--- config.mk ---
export PLATFORM = sky130hd
export DESIGN_NAME = operand_loader
export DESIGN_NICKNAME = d
export VERILOG_FILES = /design/src/npu_pkg.sv /design/src/operand_loader.sv
export SDC_FILE = /design/constraint.sdc
export NUM_CORES = 1
export LEC_CHECK = 0
export BUFFER_PORTS_ARGS = -buffer_cell sky130_fd_sc_hd__buf_4
export CAP_MARGIN = 20
export CORE_AREA = 2 2 171 173
export CTS_CLUSTER_DIAMETER = 150
export DETAILED_ROUTE_END_ITERATION = 10
export DIE_AREA = 0 0 173 175
export PLACE_DENSITY_LB_ADDON = 0.08
export SYNTH_ARGS = -nofsm -noshare
export SYNTH_HDL_FRONTEND = slang
export SYNTH_SLANG_ARGS = --single-unit
--- constraint.sdc ---
create_clock -name i_clk -period 8.8 [get_ports i_clk]
set_input_delay 0.88 -clock i_clk [delete_from_list [all_inputs] [get_ports i_clk]]
set_output_delay 0.88 -clock i_clk [all_outputs]
set_load 0.02 [all_outputs]
--- src/npu_pkg.sv ---
package npu_pkg;

    ////////////////////////////////////////////////////////////////////////////
    // Data widths
    ////////////////////////////////////////////////////////////////////////////

    // One matrix element, also the accumulator width
    localparam int ELEM_W = 16;

    // Write stream word holds two elements
    localparam int WORD_W = 32;

    ////////////////////////////////////////////////////////////////////////////
    // Stream and read beats
    ////////////////////////////////////////////////////////////////////////////

    // Write stream beat, low element in data[15:0]
    typedef struct packed {
        logic              sop;
        logic              eop;
        logic              vld;
        logic [WORD_W-1:0] data;
    } stream_beat_t;

    // One row of a column read-out
    typedef struct packed {
        logic              vld;
        logic              eop;
        logic [ELEM_W-1:0] data;
    } rd_beat_t;

    ////////////////////////////////////////////////////////////////////////////
    // Controller states
    ////////////////////////////////////////////////////////////////////////////

    typedef enum logic [1:0] {
        ST_IDLE,
        ST_CLEAR,
        ST_CALC,
        ST_SAVE
    } npu_state_e;

endpackage

--- src/operand_loader.sv ---
`timescale 1ns/10ps

module operand_loader #(
    parameter int N = 4
) (
    input  logic                                      i_clk,
    input  logic                                      i_rst_n,
    input  npu_pkg::stream_beat_t                     i_beat,
    input  logic                                      i_consume,
    output logic                                      o_loaded,
    output logic [N-1:0][N-1:0][npu_pkg::ELEM_W-1:0] o_matrix
);

    localparam int IW    = $clog2(N);
    localparam int HALF  = N / 2;
    localparam int WORDS = N * N / 2;
    localparam int PW    = $clog2(WORDS);

    logic [PW-1:0] wr_ptr;
    logic [PW-1:0] word_idx;
    logic [IW-1:0] wr_row;
    logic [IW-1:0] wr_col_lo;
    logic [IW-1:0] wr_col_hi;

    // Start of matrix always lands on word 0
    assign word_idx = i_beat.sop ? '0 : wr_ptr;

    // Both halves of a word sit in the same row since N is even
    always_comb begin
        wr_row    = IW'(word_idx / HALF);
        wr_col_lo = IW'(2 * (word_idx % HALF));
        wr_col_hi = IW'(2 * (word_idx % HALF) + 1);
    end

    always_ff @(posedge i_clk) begin
        if (!i_rst_n) begin
            wr_ptr   <= '0;
            o_loaded <= 1'b0;
        end else begin
            if (i_beat.vld) begin
                wr_ptr <= PW'(word_idx + 1'b1);
            end
            if (i_beat.vld && i_beat.eop) begin
                o_loaded <= 1'b1;
            end else if (i_consume) begin
                o_loaded <= 1'b0;
            end
        end
    end

    // Operand storage
    always_ff @(posedge i_clk) begin
        if (i_beat.vld) begin
            o_matrix[wr_row][wr_col_lo] <= i_beat.data[npu_pkg::ELEM_W-1:0];
            o_matrix[wr_row][wr_col_hi] <= i_beat.data[npu_pkg::WORD_W-1:npu_pkg::ELEM_W];
        end
    end

    // A matrix must be consumed by the controller before the next one completes
    a_no_overwrite: assert property (
        @(posedge i_clk) disable iff (!i_rst_n)
        (i_beat.vld && i_beat.eop) |-> !o_loaded
    ) else $error("operand_loader: eop while previous matrix still pending");

endmodule

==> impl_metrics.py <==
metrics = {
    "run_status": {
        "outcome": "finished, final reports clean",
    },
    "cts": {
        "clock_path_buffers": 3,
        "cts_tree": "built",
        "cts.sinks": 260,
        "cts-htree-levels": 1,
        "root_buffer": "clkbuf_16",
        "clk_pin_slew_ns": 0.06,
        "cts_inserted_buffers": 28,
        "cts_hold_buffers": 0,
        "postCtsSetupRepairBufs": 0,
        "clock_latency_ns": 0.53,
        "cts_resized": 0,
    },
    "worst_hold_path": {
        "min_path_type": "reg -> reg",
    },
    "detailed_routing": {
        "avgViaCountPerCell": 4.332,
        "drc": 0,
        "vias": 5146,
        "first_pass_iters": 4,
        "ant_nets": 0,
        "drt_iter0_markers": 433,
        "totalWireLength_um": 24980,
        "wire_per_inst_um": 21.03,
    },
    "cells_and_area": {
        "diodes": 0,
        "multi_input_area_um2": 919.6,
        "fillers": 2607,
        "drive_gt1_share_pct": 45.15,
        "layout.cells.non_filler": 1188,
        "seqCellArea_mm2": 0.007767,
        "layout.nets": 821,
        "syn_to_final_growth_pct": 41.22,
    },
    "global_route": {
        "grt.total_usage_pct": 16.01,
        "grt_overflow_total": 0,
        "antenna_found_initial": 0,
        "grt_pass1_vias": 5367,
        "grt_max_degree": 34,
        "grt_pass1_wl_um": 35630,
    },
    "power_and_ir_drop": {
        "power.density_mw_per_mm2": 213.1,
        "vdd_ir_drop_max_v": 0.0001118,
        "leakage_uw": 0.004645,
    },
    "worst_setup_path": {
        "crit_fanout": 33,
        "arrival_ns": 2.79,
        "criticalPathCategory": "reg -> reg",
        "cpPeakStageDelay_ns": 1.03,
        "endpoint_kind": "register",
        "cp_slowest_cell": "and3_2",
        "cp_cell_sequence": "nor2b_2 > and3_2",
        "regToRegSetupSlack_ns": 6.15,
        "start_kind": "register",
        "cp.required_ns": 8.94,
    },
    "timing": {
        "timing.final.ws_setup_ns": 6.148,
        "finalSetupViolCount": 0,
        "rsz0062_at_grt": "no",
        "fin_crit_ns": 2.652,
        "post-route-period-util_pct": 30.13,
        "worst_slew_pin_slew_ns": 1.026,
        "slew_viol_final": 0,
        "hold_viol": 0,
        "fmax_ghz": 0.3771,
        "relSlewSlack_pct": 31.60,
        "skew_ns": 0.01955,
        "setup-tns-final_ns": 0,
    },
    "yosys": {
        "synth.top_cell.area_share_pct": 87.91,
        "netlist_area_mm2": 0.008745,
        "async_flop_share_pct": 0,
        "ys.flop_type": "edfxtp_1",
        "yosysWarnings": 0,
        "syn-instance-count": 469,
        "ys_types": 29,
        "synth.most_common_cell": "edfxtp_1",
        "synth-edff-count": 256,
        "syn_nets": 507,
        "ys_ff_latch": 260,
        "yosysTopAreaCell": "edfxtp_1",
        "synthTopCellsByArea": "edfxtp_1 (88%), nor2_1 (4.9%), nand2_1 (1.6%), dfxtp_1 (0.92%), nor2b_2 (0.70%)",
        "synth_common_cells": "edfxtp_1 (256), nor2_1 (114), nand2_1 (38)",
        "avgSynthCellArea_um2": 18.65,
        "ys_seq_area_share_pct": 88.83,
    },
    "placement": {
        "dp_slack_ns": 5.618,
        "dp_hpwl_um": 16920,
        "gp_congestion": 0.7685,
        "io_buffers": 294,
        "dp.cells": 1137,
    },
    "floorplanning": {
        "core_mm2": 0.02839,
        "io_pins": 295,
        "die_x_um": 173,
        "start_util_pct": 30.80,
        "rows": 62,
        "die_area_mm2": 0.03028,
        "die_height_um": 175,
    },
    "run": {
        "max_cap_violations": 0,
    },
}
routing by layer:
layer  vias to the layer above  track usage (%)  wire length (um)
met3                        38            4.178              2048
met5                         -                0                 0
met1                      2514            20.41             10320
met4                         0            3.919               492
met2                       257            27.35             12120
li1                       2337                -                 -
placed cells by master (no fill, tap or decap), types with 3 or more instances in the layout:
master     instances
nand2_1           38
clkinv_2           6
nor2_1           112
buf_4            300
clkbuf_16         29
edfxtp_1         256
and2b_1            7
nor2b_4            4
dfxtp_1            4
nor2b_2            7
clkinv_1           9
bufinv_16          3
stage by stage:
stage          cell area, um^2  hold slack, ns  power [uW]  util (%)
3_3_place_gp             11420          0.4779        1512     40.23
5_1_grt                  12350          0.5138        2713     43.50
6_report                 12350          0.4948        2631     43.50
4_1_cts                  12350          0.4979        2661     43.50
3_5_place_dp             11440          0.4800        1513     40.31
2_1_floorplan             8745          0.5506        1452         -
sequential cells by signal (all words and copies together) (netlist names):
name / count
o_loaded: 1
o_matrix: 256
wr_ptr: 3
logic make-up (layout without fill, tap and decap cells):
logic type	Yosys count	count (layout)	share of synthesized area (%)
buf+inv	18	353	1.144
compound gates	7	7	0.6296
flops	260	260	88.83
simple gates	184	184	9.401
area by class of cell:
cell class	instances	area share, %
Clock buffer	31	5.937
Clock inverter	20	1.398
Multi-Input combinational cell	191	7.447
Sequential cell	260	62.90
Timing Repair Buffer	301	18.40
Tap cell	384	3.891
Inverter	1	0.03040
critical path, delay by kind of cell (launching register included):
family | cells | cell delay (ns)
AND/OR/NAND/NOR | 2 | 1.80
flip-flops | 1 | 0.45
report_power, final:
group          switching, uW  total (uW)  leakage (uW)  internal (uW)
sequential              6.90        1380       0.00241           1370
combinational           67.9         105       0.00178           37.6
clock                    463        1150      0.000446            684
total                    538        2630       0.00464           2090
final timing paths:
path,cells past startpoint,end,from
worst max-delay path,2,o_matrix[103],wr_ptr[1]
worst min-delay path,2,o_loaded,o_loaded
worst max register to register,2,o_matrix[103],wr_ptr[1]
worst min register to register,2,o_loaded,o_loaded
(Power assumes the default switching activity.)
