<file path="src/npu_pkg.sv">
package npu_pkg;

    ////////////////////////////////////////////////////////////////////////////
    // Data widths
    ////////////////////////////////////////////////////////////////////////////

    // One matrix element, also the accumulator width
    localparam int ELEM_W = 16;

    // Write stream word holds two elements
    localparam int WORD_W = 32;

    ////////////////////////////////////////////////////////////////////////////
    // Stream and read beats
    ////////////////////////////////////////////////////////////////////////////

    // Write stream beat, low element in data[15:0]
    typedef struct packed {
        logic              sop;
        logic              eop;
        logic              vld;
        logic [WORD_W-1:0] data;
    } stream_beat_t;

    // One row of a column read-out
    typedef struct packed {
        logic              vld;
        logic              eop;
        logic [ELEM_W-1:0] data;
    } rd_beat_t;

    ////////////////////////////////////////////////////////////////////////////
    // Controller states
    ////////////////////////////////////////////////////////////////////////////

    typedef enum logic [1:0] {
        ST_IDLE,
        ST_CLEAR,
        ST_CALC,
        ST_SAVE
    } npu_state_e;

endpackage

</file>
<file path="src/npu_controller.sv">
`timescale 1ns/10ps

module npu_controller #(
    parameter int N = 4
) (
    input  logic                 i_clk,
    input  logic                 i_rst_n,
    input  logic                 i_map_loaded,
    input  logic                 i_weight_loaded,
    output logic                 o_consume,
    output logic                 o_clear,
    output logic                 o_acc_en,
    output logic [$clog2(N)-1:0] o_step,
    output logic                 o_save,
    output logic                 o_save_finish
);

    localparam int IW = $clog2(N);

    npu_pkg::npu_state_e state;
    npu_pkg::npu_state_e state_nxt;
    logic [IW-1:0]       step_cnt;
    logic                both_loaded;

    assign both_loaded = i_map_loaded && i_weight_loaded;

    always_comb begin
        state_nxt = state;
        case (state)
            npu_pkg::ST_IDLE: begin
                if (both_loaded) begin
                    state_nxt = npu_pkg::ST_CLEAR;
                end
            end
            npu_pkg::ST_CLEAR: state_nxt = npu_pkg::ST_CALC;
            npu_pkg::ST_CALC: begin
                if (step_cnt == IW'(N - 1)) begin
                    state_nxt = npu_pkg::ST_SAVE;
                end
            end
            default: state_nxt = npu_pkg::ST_IDLE;
        endcase
    end

    always_ff @(posedge i_clk) begin
        if (!i_rst_n) begin
            state         <= npu_pkg::ST_IDLE;
            step_cnt      <= '0;
            o_save_finish <= 1'b0;
        end else begin
            state         <= state_nxt;
            // Finish follows the save edge by one cycle
            o_save_finish <= (state == npu_pkg::ST_SAVE);
            if (state == npu_pkg::ST_CALC) begin
                step_cnt <= step_cnt + 1'b1;
            end else begin
                step_cnt <= '0;
            end
        end
    end

    assign o_consume = (state == npu_pkg::ST_IDLE) && both_loaded;
    assign o_clear   = (state == npu_pkg::ST_CLEAR);
    assign o_acc_en  = (state == npu_pkg::ST_CALC);
    assign o_step    = step_cnt;
    assign o_save    = (state == npu_pkg::ST_SAVE);

    // A step follows the clear or an earlier step that was not the last
    a_acc_in_calc: assert property (
        @(posedge i_clk) disable iff (!i_rst_n)
        o_acc_en |-> $past(o_clear) || ($past(o_acc_en) && $past(o_step) != IW'(N - 1))
    ) else $error("npu_controller: accumulate outside ST_CALC");

    // Clear, N steps, save, then finish with no gaps
    a_run_shape: assert property (
        @(posedge i_clk) disable iff (!i_rst_n)
        o_clear |=> o_acc_en [*N] ##1 o_save ##1 o_save_finish
    ) else $error("npu_controller: run sequence broken");

endmodule

</file>
<file path="config.mk">
export PLATFORM = sky130hd
export DESIGN_NAME = npu_controller
export DESIGN_NICKNAME = d
export VERILOG_FILES = /design/src/npu_pkg.sv /design/src/npu_controller.sv
export SDC_FILE = /design/constraint.sdc
export NUM_CORES = 1
export LEC_CHECK = 0
export BUFFER_PORTS_ARGS = -buffer_cell sky130_fd_sc_hd__buf_2
export CAP_MARGIN = 30
export CORE_AREA = 2 2 39 41
export DETAILED_ROUTE_END_ITERATION = 8
export DIE_AREA = 0 0 41 43
export GPL_TIMING_DRIVEN = 0
export MAX_ROUTING_LAYER = met4
export PLACE_DENSITY = 0.37
export SLEW_MARGIN = 20
export SYNTH_ARGS = -nofsm -noshare
export SYNTH_HDL_FRONTEND = slang
export SYNTH_SLANG_ARGS = --single-unit
</file>
<file path="constraint.sdc">
create_clock -name i_clk -period 4.1 [get_ports i_clk]
set_input_delay 0.82 -clock i_clk [delete_from_list [all_inputs] [get_ports i_clk]]
set_output_delay 0.82 -clock i_clk [all_outputs]
set_load 0.01 [all_outputs]
</file>
==> summary.md, run 1 <==
| Metric | Value |
|---|---|
| Via count | `240` |
| Switching Share | `a little over a third` |
| Crit path cell chain | `inv_1, ha_1, and3_2, buf_2` |
| Port bufs | `10` |
| Ant diodes | `0` |
| Starting Density | `20.5%` |
| Worst VDD drop | `0.000113 V` |
| # setup viols final | `0` |
| Root Buffer | `clkbuf_4` |
| Clock sinks | `5` |
| Slowest CP cell | `dfxtp_1` |
| Final Wtd Congestion | `~0.77` |
| Post-DP Area | `about 350 um2` |
| Top post-synthesis cells by area | `dfxtp_1 35%, ha_1 31%, a21boi_2 4.0%, inv_1 4.0%, a21oi_1 3.5%` |
| Wire per inst | `8.81 um` |
| Hold_buf cts | `0` |
| Leading area contributor after synthesis | `dfxtp_1` |
| R2R Setup Slk | `~2.5 ns` |
| DIE AREA | `1760 um2` |
| Setup bufs post-CTS | `0` |
| Io pins | `11` |
| Yosys reg bits | `5` |
| Placed insts | `between 50 and 60` |
| Synth cell types | `14` |
| CP Launch Type | `register` |
| Final hold violations | `0` |
| Setup TNS | `0 ns` |
| Total Routing Usage GR | `6.09%` |
| Core Area | `around 1400 um2` |
| Hold Crit Class | `register to register` |
| Routed metal-1 wirelength | `just over 200 um` |
| Fin nets | `55` |
| R2r worst-path depth | `5` |
| HP Start | `o_step[0]$_SDFF_PN0_` |
| Syn Area/Cell | `just under 10 um2` |
| Crit Reg-Reg Endpoint | `state[0]$_SDFFE_PN0P_` |
| Leakage | `between 0.2 and 0.25 nW` |
| CP startpoint | `state[0]$_SDFFE_PN0P_` |
| Die Wd | `41 um` |
| Post-DP HPWL | `418 um` |
| Cells after synthesis | `29` |
| Status | `complete, no violations` |
| Largest net degree at the start of global routing | `7` |
| Data arrival, critical path | `between 1 and 1.5 ns` |
| CTS max path bufs | `2` |
| CTS resizes | `0` |
| Pwr/cell area | `roughly 560 nW/um2` |
| Crit Path Category | `register to primary output` |
| Worst Hold Path EP | `o_step[0]$_SDFF_PN0_` |
| Most frequent cells in the layout | `10 x buf_2, 7 x ha_1, 5 x dfxtp_1` |
| P_int | `approximately 0.00014 W` |
| Vias per std cell | `4.07` |
| Register share of total power | `33.7%` |
| Clock Skew | `around 0.0016 ns` |
| RSZ-0062 raised after global routing | `no` |
| Worst EP required | `approximately 3.3 ns` |
| Critical path endpoint category | `primary output` |
| Wire length on met3 | `15 um` |
| Syn Nets | `40` |
| Row count | `14` |
| Max-cap violation count | `0` |
| Global-route wire length before repair | `approximately 700 um` |
| Initial antenna violation count | `0` |
| Worst Path Max Fanout | `5` |
| Tcrit/Tclk final | `roughly half` |
| Ratio of cells with drive above 1 in the final layout | `37.2%` |
| Delay-heaviest family, CP | `flip-flops` |
| Max Used Layer | `met3` |
| Utilization after layout | `approximately 27%` |
| DR pass1 iterations | `2` |
| Global route overflow | `0` |
| Final std cell area, no fill | `380 um2` |
| DRC errors left | `0` |
| WL met2 | `roughly 300 um` |
| Slew Viols, Final | `0` |
| Period minus WS final | `~2.1 ns` |
| Number of buffers created by CTS | `3` |
| Seq/Total Area, Yosys | `35.2%` |
| R2r startpoint | `state[0]$_SDFFE_PN0P_` |
| Chip Height | `around 43 um` |
| Commonest non-fill, non-tap cell in the layout | `buf_2` |
| Reg clk slew, reported paths | `around 0.040 ns` |
| Max incr delay on CP | `0.40 ns` |
| Insertion delay to the later sink of the worst-skew pair | `roughly 0.23 ns` |
| Post-Syn Area | `roughly 280 um2` |
| Hold Path Depth | `1` |
| Yosys warnings | `0` |
| Slew HR | `roughly 85%` |
| Max Clk Rate | `about 480 MHz` |
| Clock network power share | `around a quarter` |
| P_sw | `0.0000743 W` |
| Initial DRC Count | `2` |
| Slew @ Worst Pin | `about 0.23 ns` |
| Area share of the largest cell type after synthesis | `about a third` |
| CTS tree | `built` |
| WP buf/inv | `2` |
| Total Wirelength | `about 520 um` |
| Vias in the first global route | `around 210` |
| Post-DRT Antenna Nets | `0` |
| H-tree Lvls | `1` |
| Synth-to-Final Area Change | `33.9%` |
| Final std cells w/o fill | `59` |
| Logic gate share of total power | `approximately two fifths` |
power by group through the flow:
stage | Combinational [W] | Clock (W) | Sequential [W]
final | 0.0000869 | 0.0000538 | 0.0000714
after global routing | 0.0000966 | 0.0000593 | 0.0000732
after CTS | 0.0000895 | 0.0000554 | 0.0000718
after detailed placement | 0.0000860 | 0 | 0.0000727
after global placement | 0.0000861 | 0 | 0.0000724
after floorplan | 0.0000628 | 0 | 0.0000708
area by class of cell:
type | instances | area, um2
fillers | 150 | 1000
multi-input cells | 21 | 173
flip-flops and latches | 5 | 100
repair buffers | 10 | 50.0
clock buffers | 4 | 26.3
well taps | 16 | 20.0
inverters | 3 | 11.3
worst max path at each step:
| stage | end | slack, ns | cells past startpoint |
|---|---|---|---|
| floorplan | o_consume | 2.25 | 1 |
| global placement | o_consume | 2.03 | 3 |
| detailed placement | o_consume | 2.03 | 3 |
| CTS | o_consume | 2.01 | 4 |
| global route | o_consume | 1.95 | 4 |
| finish | o_consume | 2.03 | 4 |
kinds of logic after synthesis:
| kind of cell | after synthesis | share of synthesized area (%) |
|---|---|---|
| DFF | 5 | 35.2 |
| adders and majority gates | 7 | 30.8 |
| buffers and inverters | 3 | 3.96 |
| AOI/OAI and AO/OA | 5 | 11.0 |
| and+or+nand+nor | 9 | 18.9 |
synth_stat cells:
cell	number
or4_1	1
inv_1	3
and3_1	1
a21boi_2	1
nand2_1	1
nor2_1	2
ha_1	7
and2_1	1
a21oi_1	2
and3_2	1
dfxtp_1	5
o21ai_0	2
nor2b_1	1
or3b_2	1
stage by stage:
stage	hold slack [ns]	total power, W	setup WS (ns)
2_1_floorplan	0.457	0.000134	2.25
3_3_place_gp	0.430	0.000159	2.03
3_5_place_dp	0.430	0.000159	2.03
4_1_cts	0.436	0.000217	2.01
5_1_grt	0.471	0.000229	1.95
6_report	0.432	0.000212	2.03
worst register-to-register path, cell delays in order (launching register included):
cell      delay [ns]
dfxtp_1         0.40
inv_1           0.10
ha_1            0.23
a21boi_2        0.17
or4_1           0.52
a21oi_1         0.17
per-layer routing:
metal	vias to the layer above	GRT usage [%]
met5	-	-
met2	3	10.9
met3	0	1.57
li1	124	-
met1	113	4.87
met4	0	4.00
flip-flops by register name, indices dropped and copies added, names as in the netlist:
name,count
o_step,2
state,2
o_save_finish,1
Power figures use the tool's default switching activity.
==> run 2, diff against run 1 <==
--- a/config.mk
+++ b/config.mk
@@ -12,7 +12,7 @@
 export DIE_AREA = 0 0 41 43
 export GPL_TIMING_DRIVEN = 0
 export MAX_ROUTING_LAYER = met4
-export PLACE_DENSITY = 0.37
+export PLACE_DENSITY = 0.39
 export SLEW_MARGIN = 20
 export SYNTH_ARGS = -nofsm -noshare
 export SYNTH_HDL_FRONTEND = slang
==> constraint.sdc (replaced) <==
create_clock -name i_clk -period 1.8 [get_ports i_clk]
set_input_delay 0.36 -clock i_clk [delete_from_list [all_inputs] [get_ports i_clk]]
set_output_delay 0.36 -clock i_clk [all_outputs]
set_load 0.01 [all_outputs]
==> run 2 against run 1 <==
  * Worst hold slack lost 0.053 ns
  * Register-to-register slack lost 2.3 ns
  * Flip-flop and latch count is the same
  * Clock skew shrank 0.0015 ns
  * Routed wire length shrank 9.8%
  * Setup slack lost 1.8 ns
  * Critical path depth grew 1
  * Clock power grew 130%
  * Clock-buffer cell count is the same
  * Sequential power grew 130%
  * Combinational power grew 120%
  * Power grew 130%
  * Critical endpoint is now state[0]$_SDFFE_PN0P_
  * Largest cell class unchanged
==> summary.md, run 2 (synthesized netlist as in run 1, its figures left out) <==
| Metric | Value |
|---|---|
| Status | `complete, no violations` |
| Die Wd | `41 um (unchanged)` |
| Slew Viols, Final | `0 (unchanged)` |
| Worst Path Max Fanout | `5 (unchanged)` |
| Crit path cell chain | `inv_1, ha_1, a21boi_2, or4_1, a21oi_1` |
| Post-DRT Antenna Nets | `0 (unchanged)` |
| HP Start | `i_rst_n` |
| Tcrit/Tclk final | `around nine tenths` |
| Via count | `237 (-1.3%)` |
| Max incr delay on CP | `0.50 ns (+0.10 ns)` |
| Post-DP HPWL | `396 um (-5.4%)` |
| Commonest non-fill, non-tap cell in the layout | `buf_2` |
| Hold Crit Class | `input pin to register` |
| Initial antenna violation count | `0 (unchanged)` |
| Row count | `14 (unchanged)` |
| Hold WS | `0.379 ns (-0.0532 ns)` |
| Port bufs | `10 (unchanged)` |
| Data arrival, critical path | `1.78 ns (+0.53 ns)` |
| Core Area | `1380 um2 (unchanged)` |
| Number of buffers created by CTS | `3 (unchanged)` |
| Period minus WS final | `between 1.5 and 2 ns` |
| Fin nets | `55 (unchanged)` |
| DRC errors left | `0 (unchanged)` |
| Ratio of cells with drive above 1 in the final layout | `37.2% (unchanged)` |
| Root Buffer | `clkbuf_4` |
| Worst Hold Path EP | `o_save_finish$_SDFF_PN0_` |
| Io pins | `11 (unchanged)` |
| Worst VDD drop | `0.000178 V (+57%)` |
| Setup TNS | `0 ns (unchanged)` |
| Vias per std cell | `4.02 (-1.2%)` |
| Reg clk slew, reported paths | `0.04 ns (about the same)` |
| Setup bufs post-CTS | `0 (unchanged)` |
| Wire per inst | `7.95 um (-9.8%)` |
| Synth-to-Final Area Change | `33.9% (unchanged)` |
| FILL cells | `160 (+6.7%)` |
| CTS max path bufs | `2 (unchanged)` |
| Starting Density | `20.5% (unchanged)` |
| DR pass1 iterations | `1 (-1)` |
| Global-route wire length before repair | `855 um (+23%)` |
| R2r worst-path depth | `5 (unchanged)` |
| Crit Path Category | `register to register` |
| Hold Path Depth | `2 (+1)` |
| Slew @ Worst Pin | `0.215 ns (-0.0105 ns)` |
| Ant diodes | `0 (unchanged)` |
| H-tree Lvls | `1 (unchanged)` |
| DIE AREA | `1760 um2 (unchanged)` |
| RSZ-0062 raised after global routing | `no` |
| Clock Skew | `0.0000487 ns (-0.00153 ns)` |
| R2R Setup Slk | `0.19 ns (-2.26 ns)` |
| R2r startpoint | `state[0]$_SDFFE_PN0P_` |
| Pwr/cell area | `1260 nW/um2 (+130%)` |
| Initial DRC Count | `0 (-2)` |
| CP Launch Type | `register` |
| Delay-heaviest family, CP | `simple AND/OR/NAND/NOR gates` |
| Global route overflow | `0 (unchanged)` |
| Slowest CP cell | `or4_1` |
| Vias in the first global route | `235 (+10%)` |
| WP buf/inv | `1 (-1)` |
| Hold_buf cts | `0 (unchanged)` |
| Crit Reg-Reg Endpoint | `state[0]$_SDFFE_PN0P_` |
| Final hold violations | `0 (unchanged)` |
| CTS tree | `built` |
| Most frequent cells in the layout | `10 x buf_2, 7 x ha_1, 5 x dfxtp_1` |
| Final Wtd Congestion | `0.611 (-20%)` |
| Critical path endpoint category | `register` |
| Leakage | `0.212 nW (unchanged)` |
| Total Wirelength | `469 um (-9.8%)` |
| Chip Height | `43 um (unchanged)` |
| Clock sinks | `5 (unchanged)` |
| Worst EP required | `1.96 ns (-1.32 ns)` |
| CTS resizes | `0 (unchanged)` |
| Max-cap violation count | `0 (unchanged)` |
| Insertion delay to the later sink of the worst-skew pair | `0.23 ns (about the same)` |
| CP Depth | `5 (+1)` |
| Largest net degree at the start of global routing | `7 (unchanged)` |
| Max Clk Rate | `about 620 MHz` |
| Total Routing Usage GR | `7.41% (+1.3 points)` |
| Slew HR | `85.7% (+0.70 points)` |
| # setup viols final | `0 (unchanged)` |
run 2: worst reg2reg max path: cells and delay by family (launching register included):
family,cells,cell delay (ns)
buf+inv,1,0.10
flops,1,0.39
fa+ha+maj,1,0.22
compound gates,2,0.32
simple gates,1,0.50
run 2: per-stage QoR:
step / utilization, % / total power [W] / std cells / setup WS, ns / instance area [um2]
5_1_grt: 27.5 / 0.000537 / 59 / 0.0721 / 380
3_5_place_dp: 25.6 / 0.000362 / 55 / 0.183 / 354
2_1_floorplan: - / 0.000304 / 29 / 0.301 / 284
4_1_cts: 27.5 / 0.000492 / 59 / 0.166 / 380
6_report: 27.5 / 0.000479 / 59 / 0.187 / 380
3_3_place_gp: 25.6 / 0.000357 / 55 / 0.185 / 354
run 2: worst max path at each step:
stage | from | end | slack [ns]
3_3_place_gp | state[0]$_SDFFE_PN0P_ | state[0]$_SDFFE_PN0P_ | 0.19
6_report | state[0]$_SDFFE_PN0P_ | state[0]$_SDFFE_PN0P_ | 0.19
3_5_place_dp | state[0]$_SDFFE_PN0P_ | state[0]$_SDFFE_PN0P_ | 0.18
2_1_floorplan | state[0]$_SDFFE_PN0P_ | state[0]$_SDFFE_PN0P_ | 0.30
5_1_grt | state[0]$_SDFFE_PN0P_ | o_consume | 0.07
4_1_cts | state[0]$_SDFFE_PN0P_ | o_consume | 0.17
run 2: layout make-up:
type | instances | area [um2] | area share [%]
Clock buffer | 4 | 26.3 | 6.91
Inverter | 3 | 11.3 | 2.96
Multi-Input combinational cell | 21 | 173 | 45.4
Sequential cell | 5 | 100 | 26.3
Tap cell | 16 | 20.0 | 5.26
Timing Repair Buffer | 10 | 50.0 | 13.2
run 2: per-layer routing:
metal,up-vias,routed length [um],GRT usage [%]
met3,0,10,0
met5,-,0,-
met2,3,261,10.3
li1,125,-,-
met4,0,0,8.00
met1,109,197,8.68
run 2: power by group:
part	leakage, nW	total (W)	internal [W]	switching [W]
clock	0.0150	0.000125	0.0000835	0.0000417
sequential	0.0406	0.000163	0.000135	0.0000286
combinational	0.156	0.000191	0.0000947	0.0000961
total	0.212	0.000479	0.000313	0.000166
